<file path="src/hw/imx_ctrl_consts.svh">
`ifndef IMX_CTRL_CONSTS_SVH
`define IMX_CTRL_CONSTS_SVH

// Bus widths
`define IMX_ADDR_WIDTH              8
`define IMX_DATA_WIDTH              32

// Number of master-mode outputs, one per camera
`define IMX_CAMERA_COUNT            3

// Reset values of the timing registers
`define IMX_DEFAULT_CLEAR_LEN       100
`define IMX_DEFAULT_TRIGGER_LEN     100
`define IMX_DEFAULT_TRIGGER_PERIOD  370000

// Control register bit positions
`define IMX_CTRL_BIT_CLEAR          0
`define IMX_CTRL_BIT_TRIGGER_EN     2
`define IMX_CTRL_BIT_MASTER_MODE0   8

// Version word, values sized to their fields
`define IMX_VERSION_MAJOR           4'd1
`define IMX_VERSION_MINOR           8'd0
`define IMX_VERSION_REVISION        4'd0
`define IMX_VERSION_MAJOR_RANGE     31:28
`define IMX_VERSION_MINOR_RANGE     27:20
`define IMX_VERSION_REVISION_RANGE  19:16

`endif

</file>
<file path="src/hw/imx_ctrl_pkg.sv">
package imx_ctrl_pkg;

  // Word address map of the register file
  typedef enum logic [4:0] {
    REG_CONTROL        = 5'd0,
    REG_CLEAR_WIDTH    = 5'd2,
    REG_TRIGGER_WIDTH  = 5'd3,
    REG_TRIGGER_PERIOD = 5'd4,
    REG_CAMERA_COUNT   = 5'd5,
    REG_VERSION        = 5'd7
  } imx_reg_addr_e;

  typedef enum logic [1:0] {
    AXI_RESP_OKAY   = 2'd0,
    AXI_RESP_SLVERR = 2'd2
  } axi_resp_e;

  typedef enum logic [2:0] {
    ST_IDLE,
    ST_WR_STB,
    ST_WR_RESP,
    ST_RD_STB,
    ST_RD_RESP
  } axi_slave_state_e;

endpackage

</file>
<file path="src/hw/axi_lite_reg_slave.sv">
`timescale 1ns/1ps
`include "imx_ctrl_consts.svh"

module axi_lite_reg_slave (
  input  logic                          clk,
  input  logic                          w_axi_rst,

  // Write address and data
  input  logic                          i_awvalid,
  input  logic [`IMX_ADDR_WIDTH-1:0]    i_awaddr,
  output logic                          o_awready,
  input  logic                          i_wvalid,
  input  logic [`IMX_DATA_WIDTH-1:0]    i_wdata,
  output logic                          o_wready,

  // Write response
  output logic                          o_bvalid,
  input  logic                          i_bready,
  output imx_ctrl_pkg::axi_resp_e       o_bresp,

  // Read address and data
  input  logic                          i_arvalid,
  input  logic [`IMX_ADDR_WIDTH-1:0]    i_araddr,
  output logic                          o_arready,
  output logic                          o_rvalid,
  input  logic                          i_rready,
  output imx_ctrl_pkg::axi_resp_e       o_rresp,
  output logic [`IMX_DATA_WIDTH-1:0]    o_rdata,

  // Strobe bus to the register file
  output imx_ctrl_pkg::imx_reg_addr_e   o_reg_addr,
  output logic                          o_reg_wr_stb,
  output logic                          o_reg_rd_stb,
  output logic [`IMX_DATA_WIDTH-1:0]    o_reg_wdata,
  input  logic                          i_reg_ack,
  input  logic                          i_reg_err,
  input  logic [`IMX_DATA_WIDTH-1:0]    i_reg_rdata
);
  import imx_ctrl_pkg::*;

  axi_slave_state_e r_state;
  logic             w_wr_accept;
  logic             w_rd_accept;
  logic             w_wr_ack;
  logic             w_rd_ack;

  // A write needs address and data together, and wins over a read
  assign w_wr_accept  = (r_state == ST_IDLE) && i_awvalid && i_wvalid;
  assign w_rd_accept  = (r_state == ST_IDLE) && i_arvalid && !(i_awvalid && i_wvalid);

  assign o_awready    = w_wr_accept;
  assign o_wready     = w_wr_accept;
  assign o_arready    = w_rd_accept;

  assign o_reg_wr_stb = (r_state == ST_WR_STB);
  assign o_reg_rd_stb = (r_state == ST_RD_STB);

  // Acknowledge from the register file, only seen while waiting for it
  assign w_wr_ack     = (r_state == ST_WR_RESP) && i_reg_ack;
  assign w_rd_ack     = (r_state == ST_RD_RESP) && i_reg_ack;

  always_ff @(posedge clk) begin
    if (w_axi_rst) begin
      r_state  <= ST_IDLE;
      o_bvalid <= 1'b0;
      o_rvalid <= 1'b0;
    end else begin
      case (r_state)
        ST_IDLE: begin
          if (w_wr_accept) begin
            r_state <= ST_WR_STB;
          end else if (w_rd_accept) begin
            r_state <= ST_RD_STB;
          end
        end
        ST_WR_STB: r_state <= ST_WR_RESP;
        ST_WR_RESP: begin
          if (w_wr_ack) begin
            o_bvalid <= 1'b1;
          end else if (o_bvalid && i_bready) begin
            o_bvalid <= 1'b0;
            r_state  <= ST_IDLE;
          end
        end
        ST_RD_STB: r_state <= ST_RD_RESP;
        ST_RD_RESP: begin
          if (w_rd_ack) begin
            o_rvalid <= 1'b1;
          end else if (o_rvalid && i_rready) begin
            o_rvalid <= 1'b0;
            r_state  <= ST_IDLE;
          end
        end
        default: r_state <= ST_IDLE;
      endcase
    end
  end

  // Word address comes from byte address bits 6:2
  always_ff @(posedge clk) begin
    if (w_wr_accept) begin
      o_reg_addr  <= imx_reg_addr_e'(i_awaddr[6:2]);
      o_reg_wdata <= i_wdata;
    end else if (w_rd_accept) begin
      o_reg_addr  <= imx_reg_addr_e'(i_araddr[6:2]);
    end
    if (w_wr_ack) begin
      o_bresp <= i_reg_err ? AXI_RESP_SLVERR : AXI_RESP_OKAY;
    end
    if (w_rd_ack) begin
      o_rresp <= i_reg_err ? AXI_RESP_SLVERR : AXI_RESP_OKAY;
      o_rdata <= i_reg_rdata;
    end
  end

  // Response held steady under back-pressure
  a_bvalid_hold: assert property (@(posedge clk) disable iff (w_axi_rst)
    o_bvalid && !i_bready |=> o_bvalid && $stable(o_bresp));

  a_one_strobe: assert property (@(posedge clk) disable iff (w_axi_rst)
    !(o_reg_wr_stb && o_reg_rd_stb));

endmodule

</file>
<file path="src/hw/imx_ctrl_regs.sv">
`timescale 1ns/1ps
`include "imx_ctrl_consts.svh"

module imx_ctrl_regs (
  input  logic                          clk,
  input  logic                          w_axi_rst,
  input  imx_ctrl_pkg::imx_reg_addr_e   i_reg_addr,
  input  logic                          i_reg_wr_stb,
  input  logic                          i_reg_rd_stb,
  input  logic [`IMX_DATA_WIDTH-1:0]    i_reg_wdata,
  input  logic                          i_clear_active,
  output logic                          o_reg_ack,
  output logic                          o_reg_err,
  output logic [`IMX_DATA_WIDTH-1:0]    o_reg_rdata,
  output logic [`IMX_DATA_WIDTH-1:0]    o_clear_width,
  output logic [`IMX_DATA_WIDTH-1:0]    o_trigger_width,
  output logic [`IMX_DATA_WIDTH-1:0]    o_trigger_period,
  output logic                          o_trigger_en,
  output logic                          o_width_load,
  output logic                          o_period_load,
  output logic                          o_clear_start,
  output logic [`IMX_CAMERA_COUNT-1:0]  o_cam_master_mode
);
  import imx_ctrl_pkg::*;

  logic                         w_mapped;
  logic                         w_stb;
  logic [`IMX_DATA_WIDTH-1:0]   w_rdata;

  assign w_stb = i_reg_wr_stb || i_reg_rd_stb;

  // Address decode and read mux
  always_comb begin
    w_mapped = 1'b1;
    w_rdata  = '0;
    case (i_reg_addr)
      REG_CONTROL: begin
        w_rdata[`IMX_CTRL_BIT_CLEAR]      = i_clear_active;
        w_rdata[`IMX_CTRL_BIT_TRIGGER_EN] = o_trigger_en;
        w_rdata[`IMX_CTRL_BIT_MASTER_MODE0 +: `IMX_CAMERA_COUNT] = o_cam_master_mode;
      end
      REG_CLEAR_WIDTH:    w_rdata = o_clear_width;
      REG_TRIGGER_WIDTH:  w_rdata = o_trigger_width;
      REG_TRIGGER_PERIOD: w_rdata = o_trigger_period;
      REG_CAMERA_COUNT:   w_rdata = `IMX_CAMERA_COUNT;
      REG_VERSION: begin
        w_rdata[`IMX_VERSION_MAJOR_RANGE]    = `IMX_VERSION_MAJOR;
        w_rdata[`IMX_VERSION_MINOR_RANGE]    = `IMX_VERSION_MINOR;
        w_rdata[`IMX_VERSION_REVISION_RANGE] = `IMX_VERSION_REVISION;
      end
      default: w_mapped = 1'b0;
    endcase
  end

  always_ff @(posedge clk) begin
    if (w_axi_rst) begin
      o_reg_ack         <= 1'b0;
      o_reg_err         <= 1'b0;
      o_clear_width     <= `IMX_DEFAULT_CLEAR_LEN;
      o_trigger_width   <= `IMX_DEFAULT_TRIGGER_LEN;
      o_trigger_period  <= `IMX_DEFAULT_TRIGGER_PERIOD;
      o_trigger_en      <= 1'b0;
      o_width_load      <= 1'b0;
      o_period_load     <= 1'b0;
      o_clear_start     <= 1'b0;
      o_cam_master_mode <= '0;
    end else begin
      o_reg_ack     <= w_stb;
      o_reg_err     <= w_stb && !w_mapped;
      o_width_load  <= 1'b0;
      o_period_load <= 1'b0;
      o_clear_start <= 1'b0;
      if (i_reg_wr_stb) begin
        case (i_reg_addr)
          REG_CONTROL: begin
            o_trigger_en      <= i_reg_wdata[`IMX_CTRL_BIT_TRIGGER_EN];
            o_cam_master_mode <= i_reg_wdata[`IMX_CTRL_BIT_MASTER_MODE0 +: `IMX_CAMERA_COUNT];
            o_clear_start     <= i_reg_wdata[`IMX_CTRL_BIT_CLEAR];
          end
          REG_CLEAR_WIDTH: begin
            o_clear_width <= i_reg_wdata;
            o_width_load  <= 1'b1;
          end
          REG_TRIGGER_WIDTH: begin
            o_trigger_width <= i_reg_wdata;
            o_width_load    <= 1'b1;
          end
          REG_TRIGGER_PERIOD: begin
            o_trigger_period <= i_reg_wdata;
            o_period_load    <= 1'b1;
          end
          // Camera count and version ignore writes
          default: begin
          end
        endcase
      end
    end
  end

  always_ff @(posedge clk) begin
    if (i_reg_rd_stb) begin
      o_reg_rdata <= w_rdata;
    end
  end

  a_ack_after_stb: assert property (@(posedge clk) disable iff (w_axi_rst)
    (i_reg_wr_stb || i_reg_rd_stb) |=> o_reg_ack);

endmodule

</file>
<file path="src/hw/imx_exposure_timing.sv">
`timescale 1ns/1ps
`include "imx_ctrl_consts.svh"

module imx_exposure_timing (
  input  logic                        clk,
  input  logic                        w_axi_rst,
  input  logic [`IMX_DATA_WIDTH-1:0]  i_clear_width,
  input  logic [`IMX_DATA_WIDTH-1:0]  i_trigger_width,
  input  logic [`IMX_DATA_WIDTH-1:0]  i_trigger_period,
  input  logic                        i_trigger_en,
  input  logic                        i_width_load,
  input  logic                        i_period_load,
  input  logic                        i_clear_start,
  output logic                        o_imx_trigger,
  output logic                        o_cam_xclear_n,
  output logic                        o_clear_active
);

  logic [`IMX_DATA_WIDTH-1:0] r_clear_count;
  logic [`IMX_DATA_WIDTH-1:0] r_pulse_count;
  logic [`IMX_DATA_WIDTH-1:0] r_period_count;
  logic                       w_wrap;

  // Outputs are active while their count is below the width
  assign o_clear_active = (r_clear_count < i_clear_width);
  assign o_cam_xclear_n = !o_clear_active;
  assign o_imx_trigger  = (r_pulse_count < i_trigger_width);

  // End of period, restarts both trigger counters
  assign w_wrap = i_trigger_en && !i_period_load && (r_period_count >= i_trigger_period);

  // One-shot clear pulse
  always_ff @(posedge clk) begin
    if (w_axi_rst) begin
      r_clear_count <= `IMX_DEFAULT_CLEAR_LEN;
    end else if (i_clear_start) begin
      r_clear_count <= '0;
    end else if (i_width_load) begin
      r_clear_count <= i_clear_width;
    end else if (o_clear_active) begin
      r_clear_count <= r_clear_count + 1'b1;
    end
  end

  // Periodic trigger, counters park at their limits while disabled
  always_ff @(posedge clk) begin
    if (w_axi_rst) begin
      r_pulse_count  <= `IMX_DEFAULT_TRIGGER_LEN;
      r_period_count <= `IMX_DEFAULT_TRIGGER_PERIOD;
    end else begin
      if (!i_trigger_en || i_width_load) begin
        r_pulse_count <= i_trigger_width;
      end else if (w_wrap) begin
        r_pulse_count <= '0;
      end else if (o_imx_trigger) begin
        r_pulse_count <= r_pulse_count + 1'b1;
      end

      if (!i_trigger_en || i_period_load) begin
        r_period_count <= i_trigger_period;
      end else if (w_wrap) begin
        r_period_count <= '0;
      end else begin
        r_period_count <= r_period_count + 1'b1;
      end
    end
  end

  // A new period value arrives together with its load pulse
  a_period_bound: assert property (@(posedge clk) disable iff (w_axi_rst)
    !i_period_load |-> r_period_count <= i_trigger_period);

endmodule

</file>
<file path="src/hw/axi_imx_control.sv">
`timescale 1ns/1ps
`include "imx_ctrl_consts.svh"

module axi_imx_control (
  input  logic                          clk,
  input  logic                          w_axi_rst,
  input  logic                          i_awvalid,
  input  logic [`IMX_ADDR_WIDTH-1:0]    i_awaddr,
  output logic                          o_awready,
  input  logic                          i_wvalid,
  input  logic [`IMX_DATA_WIDTH-1:0]    i_wdata,
  output logic                          o_wready,
  output logic                          o_bvalid,
  input  logic                          i_bready,
  output logic [1:0]                    o_bresp,
  input  logic                          i_arvalid,
  input  logic [`IMX_ADDR_WIDTH-1:0]    i_araddr,
  output logic                          o_arready,
  output logic                          o_rvalid,
  input  logic                          i_rready,
  output logic [1:0]                    o_rresp,
  output logic [`IMX_DATA_WIDTH-1:0]    o_rdata,
  output logic                          o_imx_trigger,
  output logic                          o_cam_xclear_n,
  output logic [`IMX_CAMERA_COUNT-1:0]  o_cam_master_mode
);
  import imx_ctrl_pkg::*;

  // Strobe bus
  imx_reg_addr_e                w_reg_addr;
  logic                         w_reg_wr_stb;
  logic                         w_reg_rd_stb;
  logic [`IMX_DATA_WIDTH-1:0]   w_reg_wdata;
  logic                         w_reg_ack;
  logic                         w_reg_err;
  logic [`IMX_DATA_WIDTH-1:0]   w_reg_rdata;

  // Settings and pulses to the timing block
  logic [`IMX_DATA_WIDTH-1:0]   w_clear_width;
  logic [`IMX_DATA_WIDTH-1:0]   w_trigger_width;
  logic [`IMX_DATA_WIDTH-1:0]   w_trigger_period;
  logic                         w_trigger_en;
  logic                         w_width_load;
  logic                         w_period_load;
  logic                         w_clear_start;
  logic                         w_clear_active;

  // AXI ports connect by name
  axi_lite_reg_slave reg_slave (
    .*,
    .o_reg_addr   (w_reg_addr),
    .o_reg_wr_stb (w_reg_wr_stb),
    .o_reg_rd_stb (w_reg_rd_stb),
    .o_reg_wdata  (w_reg_wdata),
    .i_reg_ack    (w_reg_ack),
    .i_reg_err    (w_reg_err),
    .i_reg_rdata  (w_reg_rdata)
  );

  imx_ctrl_regs ctrl_regs (
    .clk               (clk),
    .w_axi_rst         (w_axi_rst),
    .i_reg_addr        (w_reg_addr),
    .i_reg_wr_stb      (w_reg_wr_stb),
    .i_reg_rd_stb      (w_reg_rd_stb),
    .i_reg_wdata       (w_reg_wdata),
    .i_clear_active    (w_clear_active),
    .o_reg_ack         (w_reg_ack),
    .o_reg_err         (w_reg_err),
    .o_reg_rdata       (w_reg_rdata),
    .o_clear_width     (w_clear_width),
    .o_trigger_width   (w_trigger_width),
    .o_trigger_period  (w_trigger_period),
    .o_trigger_en      (w_trigger_en),
    .o_width_load      (w_width_load),
    .o_period_load     (w_period_load),
    .o_clear_start     (w_clear_start),
    .o_cam_master_mode (o_cam_master_mode)
  );

  imx_exposure_timing exposure_timing (
    .clk              (clk),
    .w_axi_rst        (w_axi_rst),
    .i_clear_width    (w_clear_width),
    .i_trigger_width  (w_trigger_width),
    .i_trigger_period (w_trigger_period),
    .i_trigger_en     (w_trigger_en),
    .i_width_load     (w_width_load),
    .i_period_load    (w_period_load),
    .i_clear_start    (w_clear_start),
    .o_imx_trigger    (o_imx_trigger),
    .o_cam_xclear_n   (o_cam_xclear_n),
    .o_clear_active   (w_clear_active)
  );

endmodule

</file>
<file path="config.mk">
export PLATFORM = sky130hd
export DESIGN_NAME = axi_imx_control
export DESIGN_NICKNAME = d
export VERILOG_FILES = /design/src/hw/imx_ctrl_pkg.sv /design/src/hw/axi_lite_reg_slave.sv /design/src/hw/imx_ctrl_regs.sv /design/src/hw/imx_exposure_timing.sv /design/src/hw/axi_imx_control.sv
export VERILOG_INCLUDE_DIRS = /design/src /design/src/hw
export SDC_FILE = /design/constraint.sdc
export NUM_CORES = 1
export LEC_CHECK = 0
export BUFFER_PORTS_ARGS = -buffer_cell sky130_fd_sc_hd__buf_2
export CAP_MARGIN = 20
export CORE_UTILIZATION = 30
export DETAILED_ROUTE_END_ITERATION = 16
export GPL_TIMING_DRIVEN = 0
export SETUP_SLACK_MARGIN = 0.4
export SLEW_MARGIN = 15
export SYNTH_ARGS = -nofsm -noshare
export SYNTH_HDL_FRONTEND = slang
export SYNTH_HIERARCHICAL = 1
export SYNTH_SLANG_ARGS = --single-unit
</file>
<file path="constraint.sdc">
create_clock -name clk -period 8.1 [get_ports clk]
set_input_delay 0.81 -clock clk [delete_from_list [all_inputs] [get_ports clk]]
set_output_delay 0.81 -clock clk [all_outputs]
set_load 0.005 [all_outputs]
</file>
==> impl_metrics.toml <==
[logic_synthesis]
ys_async_sr_fraction = 0
synth.most_common_cell = "dfxtp_1"
synth_top_area_frac = 0.250
synth_area_um2 = 16500
synth_seq_cells = 309
yosys-top-cells-count = "206 x dfxtp_1, 125 x nand2b_1, 117 x inv_1, 105 x mux2i_1, 103 x edfxtp_1"
synth_area_leader_cell = "dfxtp_1"
yosysSeqAreaShare = 0.438
synth_area_leaders = "dfxtp_1 25%, edfxtp_1 19%, ha_1 7.4%"
synthCells = 1685
ys.warnings.count = 6
avgSynthCellArea_um2 = 9.78
synth_ff_type = "dfxtp_1"
yosysUniqueCellTypes = 85
synth_enable_flop_cells = 103

[outcome]
status = "finished, final reports clean"

[critical_path]
required_ps = 7290
crit_type = "reg2out"
crit_family = "buffers and inverters"
cp_slowest_stage_delay_ps = 610
critPathSlowestCell = "dfxtp_1"
arrival_ps = 3890
crit_path_start_kind = "flip-flop"
end_kind = "output port"
cp_max_fo = 10
crit_top_cell = "clkbuf_1"
path_buf_inv = 5
cp_cell_sequence = "inv_1 -> ha_1 -> nand2_1 -> nor2_1 -> o221ai_1 -> a31oi_1 -> a21o_1 -> clkbuf_1 -> clkinv_1 -> clkbuf_1 -> buf_2"

[detailed_routing]
drtAntennaViolNets = 0
first_pass_iters = 5
vias_per_cell = 5.43
dr_total_vias = 13800
drtIter0Drc = 1219
wl_per_cell_um = 20.7
routed_wl_mm = 52.6
drc_errors = 0

[power_and_ir_drop]
power.internal_mw = 2.67
p_per_area_nw_per_um2 = 187
p_comb_frac = 0.077
p_clk_frac = 0.456
p_seq_frac = 0.466
swShare = 0.249
ir_drop_mv = 0.118
p_sw_mw = 0.885
power.leakage_nw = 7.32

[die]
dieArea_um2 = 55900
io-pin-count = 101
die_w_um = 236
start_util = 0.305
core_area_um2 = 54000
rows = 85
fp.dieH_um = 236

[clocking]
cts_tree = "done"
cts_root_buf = "clkbuf_16"
cts_buffers = 36
clkLatencyLatePin_ps = 550
clock_path_buffers = 3
cts_sinks = 309
hold_buffers = 0
htreeDepth = 2
postCtsSetupBuffers = 0
cts_resized = 0
clkTransAtPathRegs_ps = 60

[finish]
instances_no_fill = 2541
antenna_cells = 0
synthToLayoutAreaGrowth_pct = 15.5
drive_above_1_share = 0.114
stdcell_area_um2 = 19000
nets = 1970

[timing]
final.setup.tns_ps = 0
finalHoldViolations = 0
rsz0062_at_grt = "no"
setup_viol = 0
worst_pin_slew_ps = 1090
fin_skew_ps = 26.9
clock.fmax_mhz = 213
period_share = 0.581
period_minus_slack_ps = 4700
holdWs_ps = 412
slew_violations = 0
slew_headroom = 0.272

[place]
io_buffer_count = 92
dp.cells = 2476
gp_congestion = 0.905
placed_cell_area_um2 = 17900
hpwlAfterDp_mm = 39.7

[hold_path]
hp-class = "reg2reg"

[global_routing]
grt_pass1_vias = 13500
antenna_found_initial = 1
grt_overflow_total = 0
grt_usage = 0.186
grt_pass1_wl_mm = 80.1
grt_start_max_net_pins = 40

[run]
maxCapViolations = 0
path summary, 6_finish.rpt:
path	start	end	slack [ps]	depth (start not counted)
worst min-delay path	ctrl_regs/o_reg_rdata[16]$_DFFE_PP_	reg_slave/o_rdata[16]$_DFFE_PP_	410	0
worst max-delay path	ctrl_regs/o_trigger_width[28]$_SDFFE_PP0P_	o_imx_trigger	3400	11
worst min register to register	ctrl_regs/o_reg_rdata[16]$_DFFE_PP_	reg_slave/o_rdata[16]$_DFFE_PP_	410	0
worst max register to register	ctrl_regs/o_trigger_width[28]$_SDFFE_PP0P_	exposure_timing/r_pulse_count[10]$_SDFFE_PP0P_	4440	11
worst register-to-register path, delay by kind of cell, from the launching register on:
family,cells,cell delay (ps)
buffers and inverters,3,1030
AO/OA/AOI/OAI,4,960
flip-flops,1,610
AND/OR/NAND/NOR,3,610
adder cells (fa/ha/maj),1,320
cell type report:
class / instances / area (um^2)
sequential: 309 / 7220
timing repair buffer: 94 / 508
tap: 696 / 871
multi-input combinational: 1163 / 8350
fill: 5432 / 35000
clock inverter: 11 / 91.3
inverter: 119 / 447
clock buffer: 54 / 1070
buffer: 95 / 483
stage by stage:
stage | utilization | setup WS (ps) | power [mW]
2_1_floorplan | - | 5070 | 1.84
3_3_place_gp | 0.330 | 3960 | 1.96
3_5_place_dp | 0.331 | 4020 | 1.96
4_1_cts | 0.352 | 3410 | 3.59
5_1_grt | 0.352 | 3300 | 3.67
6_report | 0.352 | 3400 | 3.55
kinds of logic after synthesis:
family | after synthesis | share of synthesized area
AOI/OAI and AO/OA | 319 | 0.144
xor gates and xnor gates | 45 | 0.0239
adders and majority gates | 97 | 0.0736
buffers and inverters | 214 | 0.0564
DFF | 309 | 0.438
muxes | 110 | 0.0672
other | 1 | 0.000228
and+or+nand+nor | 590 | 0.197
power groups by stage:
stage | Clock [mW] | Combinational [mW] | Sequential [mW]
4_1_cts | 1.66 | 0.273 | 1.66
5_1_grt | 1.72 | 0.294 | 1.66
3_3_place_gp | 0 | 0.267 | 1.69
2_1_floorplan | 0 | 0.166 | 1.68
6_report | 1.62 | 0.275 | 1.66
3_5_place_dp | 0 | 0.272 | 1.69
cells in the final DEF, fill, tap and decap left out, types with 60 or more instances in the layout:
cell type,n
nand2_1,94
mux2i_1,105
a21oi_1,60
nor2_1,100
buf_2,108
clkbuf_1,77
ha_1,97
dfxtp_1,206
inv_1,117
edfxtp_1,103
nand2b_1,125
registers in the layout, indices dropped and copies added (netlist names), 3 cells and up:
register	cells
ctrl_regs/o_clear_width	32
ctrl_regs/o_reg_rdata	32
ctrl_regs/o_trigger_period	32
ctrl_regs/o_trigger_width	32
exposure_timing/r_clear_count	32
exposure_timing/r_period_count	32
exposure_timing/r_pulse_count	32
reg_slave/o_rdata	32
reg_slave/o_reg_wdata	32
reg_slave/o_reg_addr	5
ctrl_regs/o_cam_master_mode	3
reg_slave/r_state	3
per-layer routing:
| layer | vias up | wire length [um] | GRT usage | part of all wire |
|---|---|---|---|---|
| met2 | 511 | 24200 | 0.304 | 0.46 |
| met4 | 0 | 1800 | 0.0699 | 0.034 |
| met5 | - | 0 | 0 | 0 |
| met3 | 112 | 3360 | 0.0323 | 0.064 |
| met1 | 6726 | 23200 | 0.245 | 0.44 |
| li1 | 6447 | - | - | - |
Power figures use the tool's default switching activity.
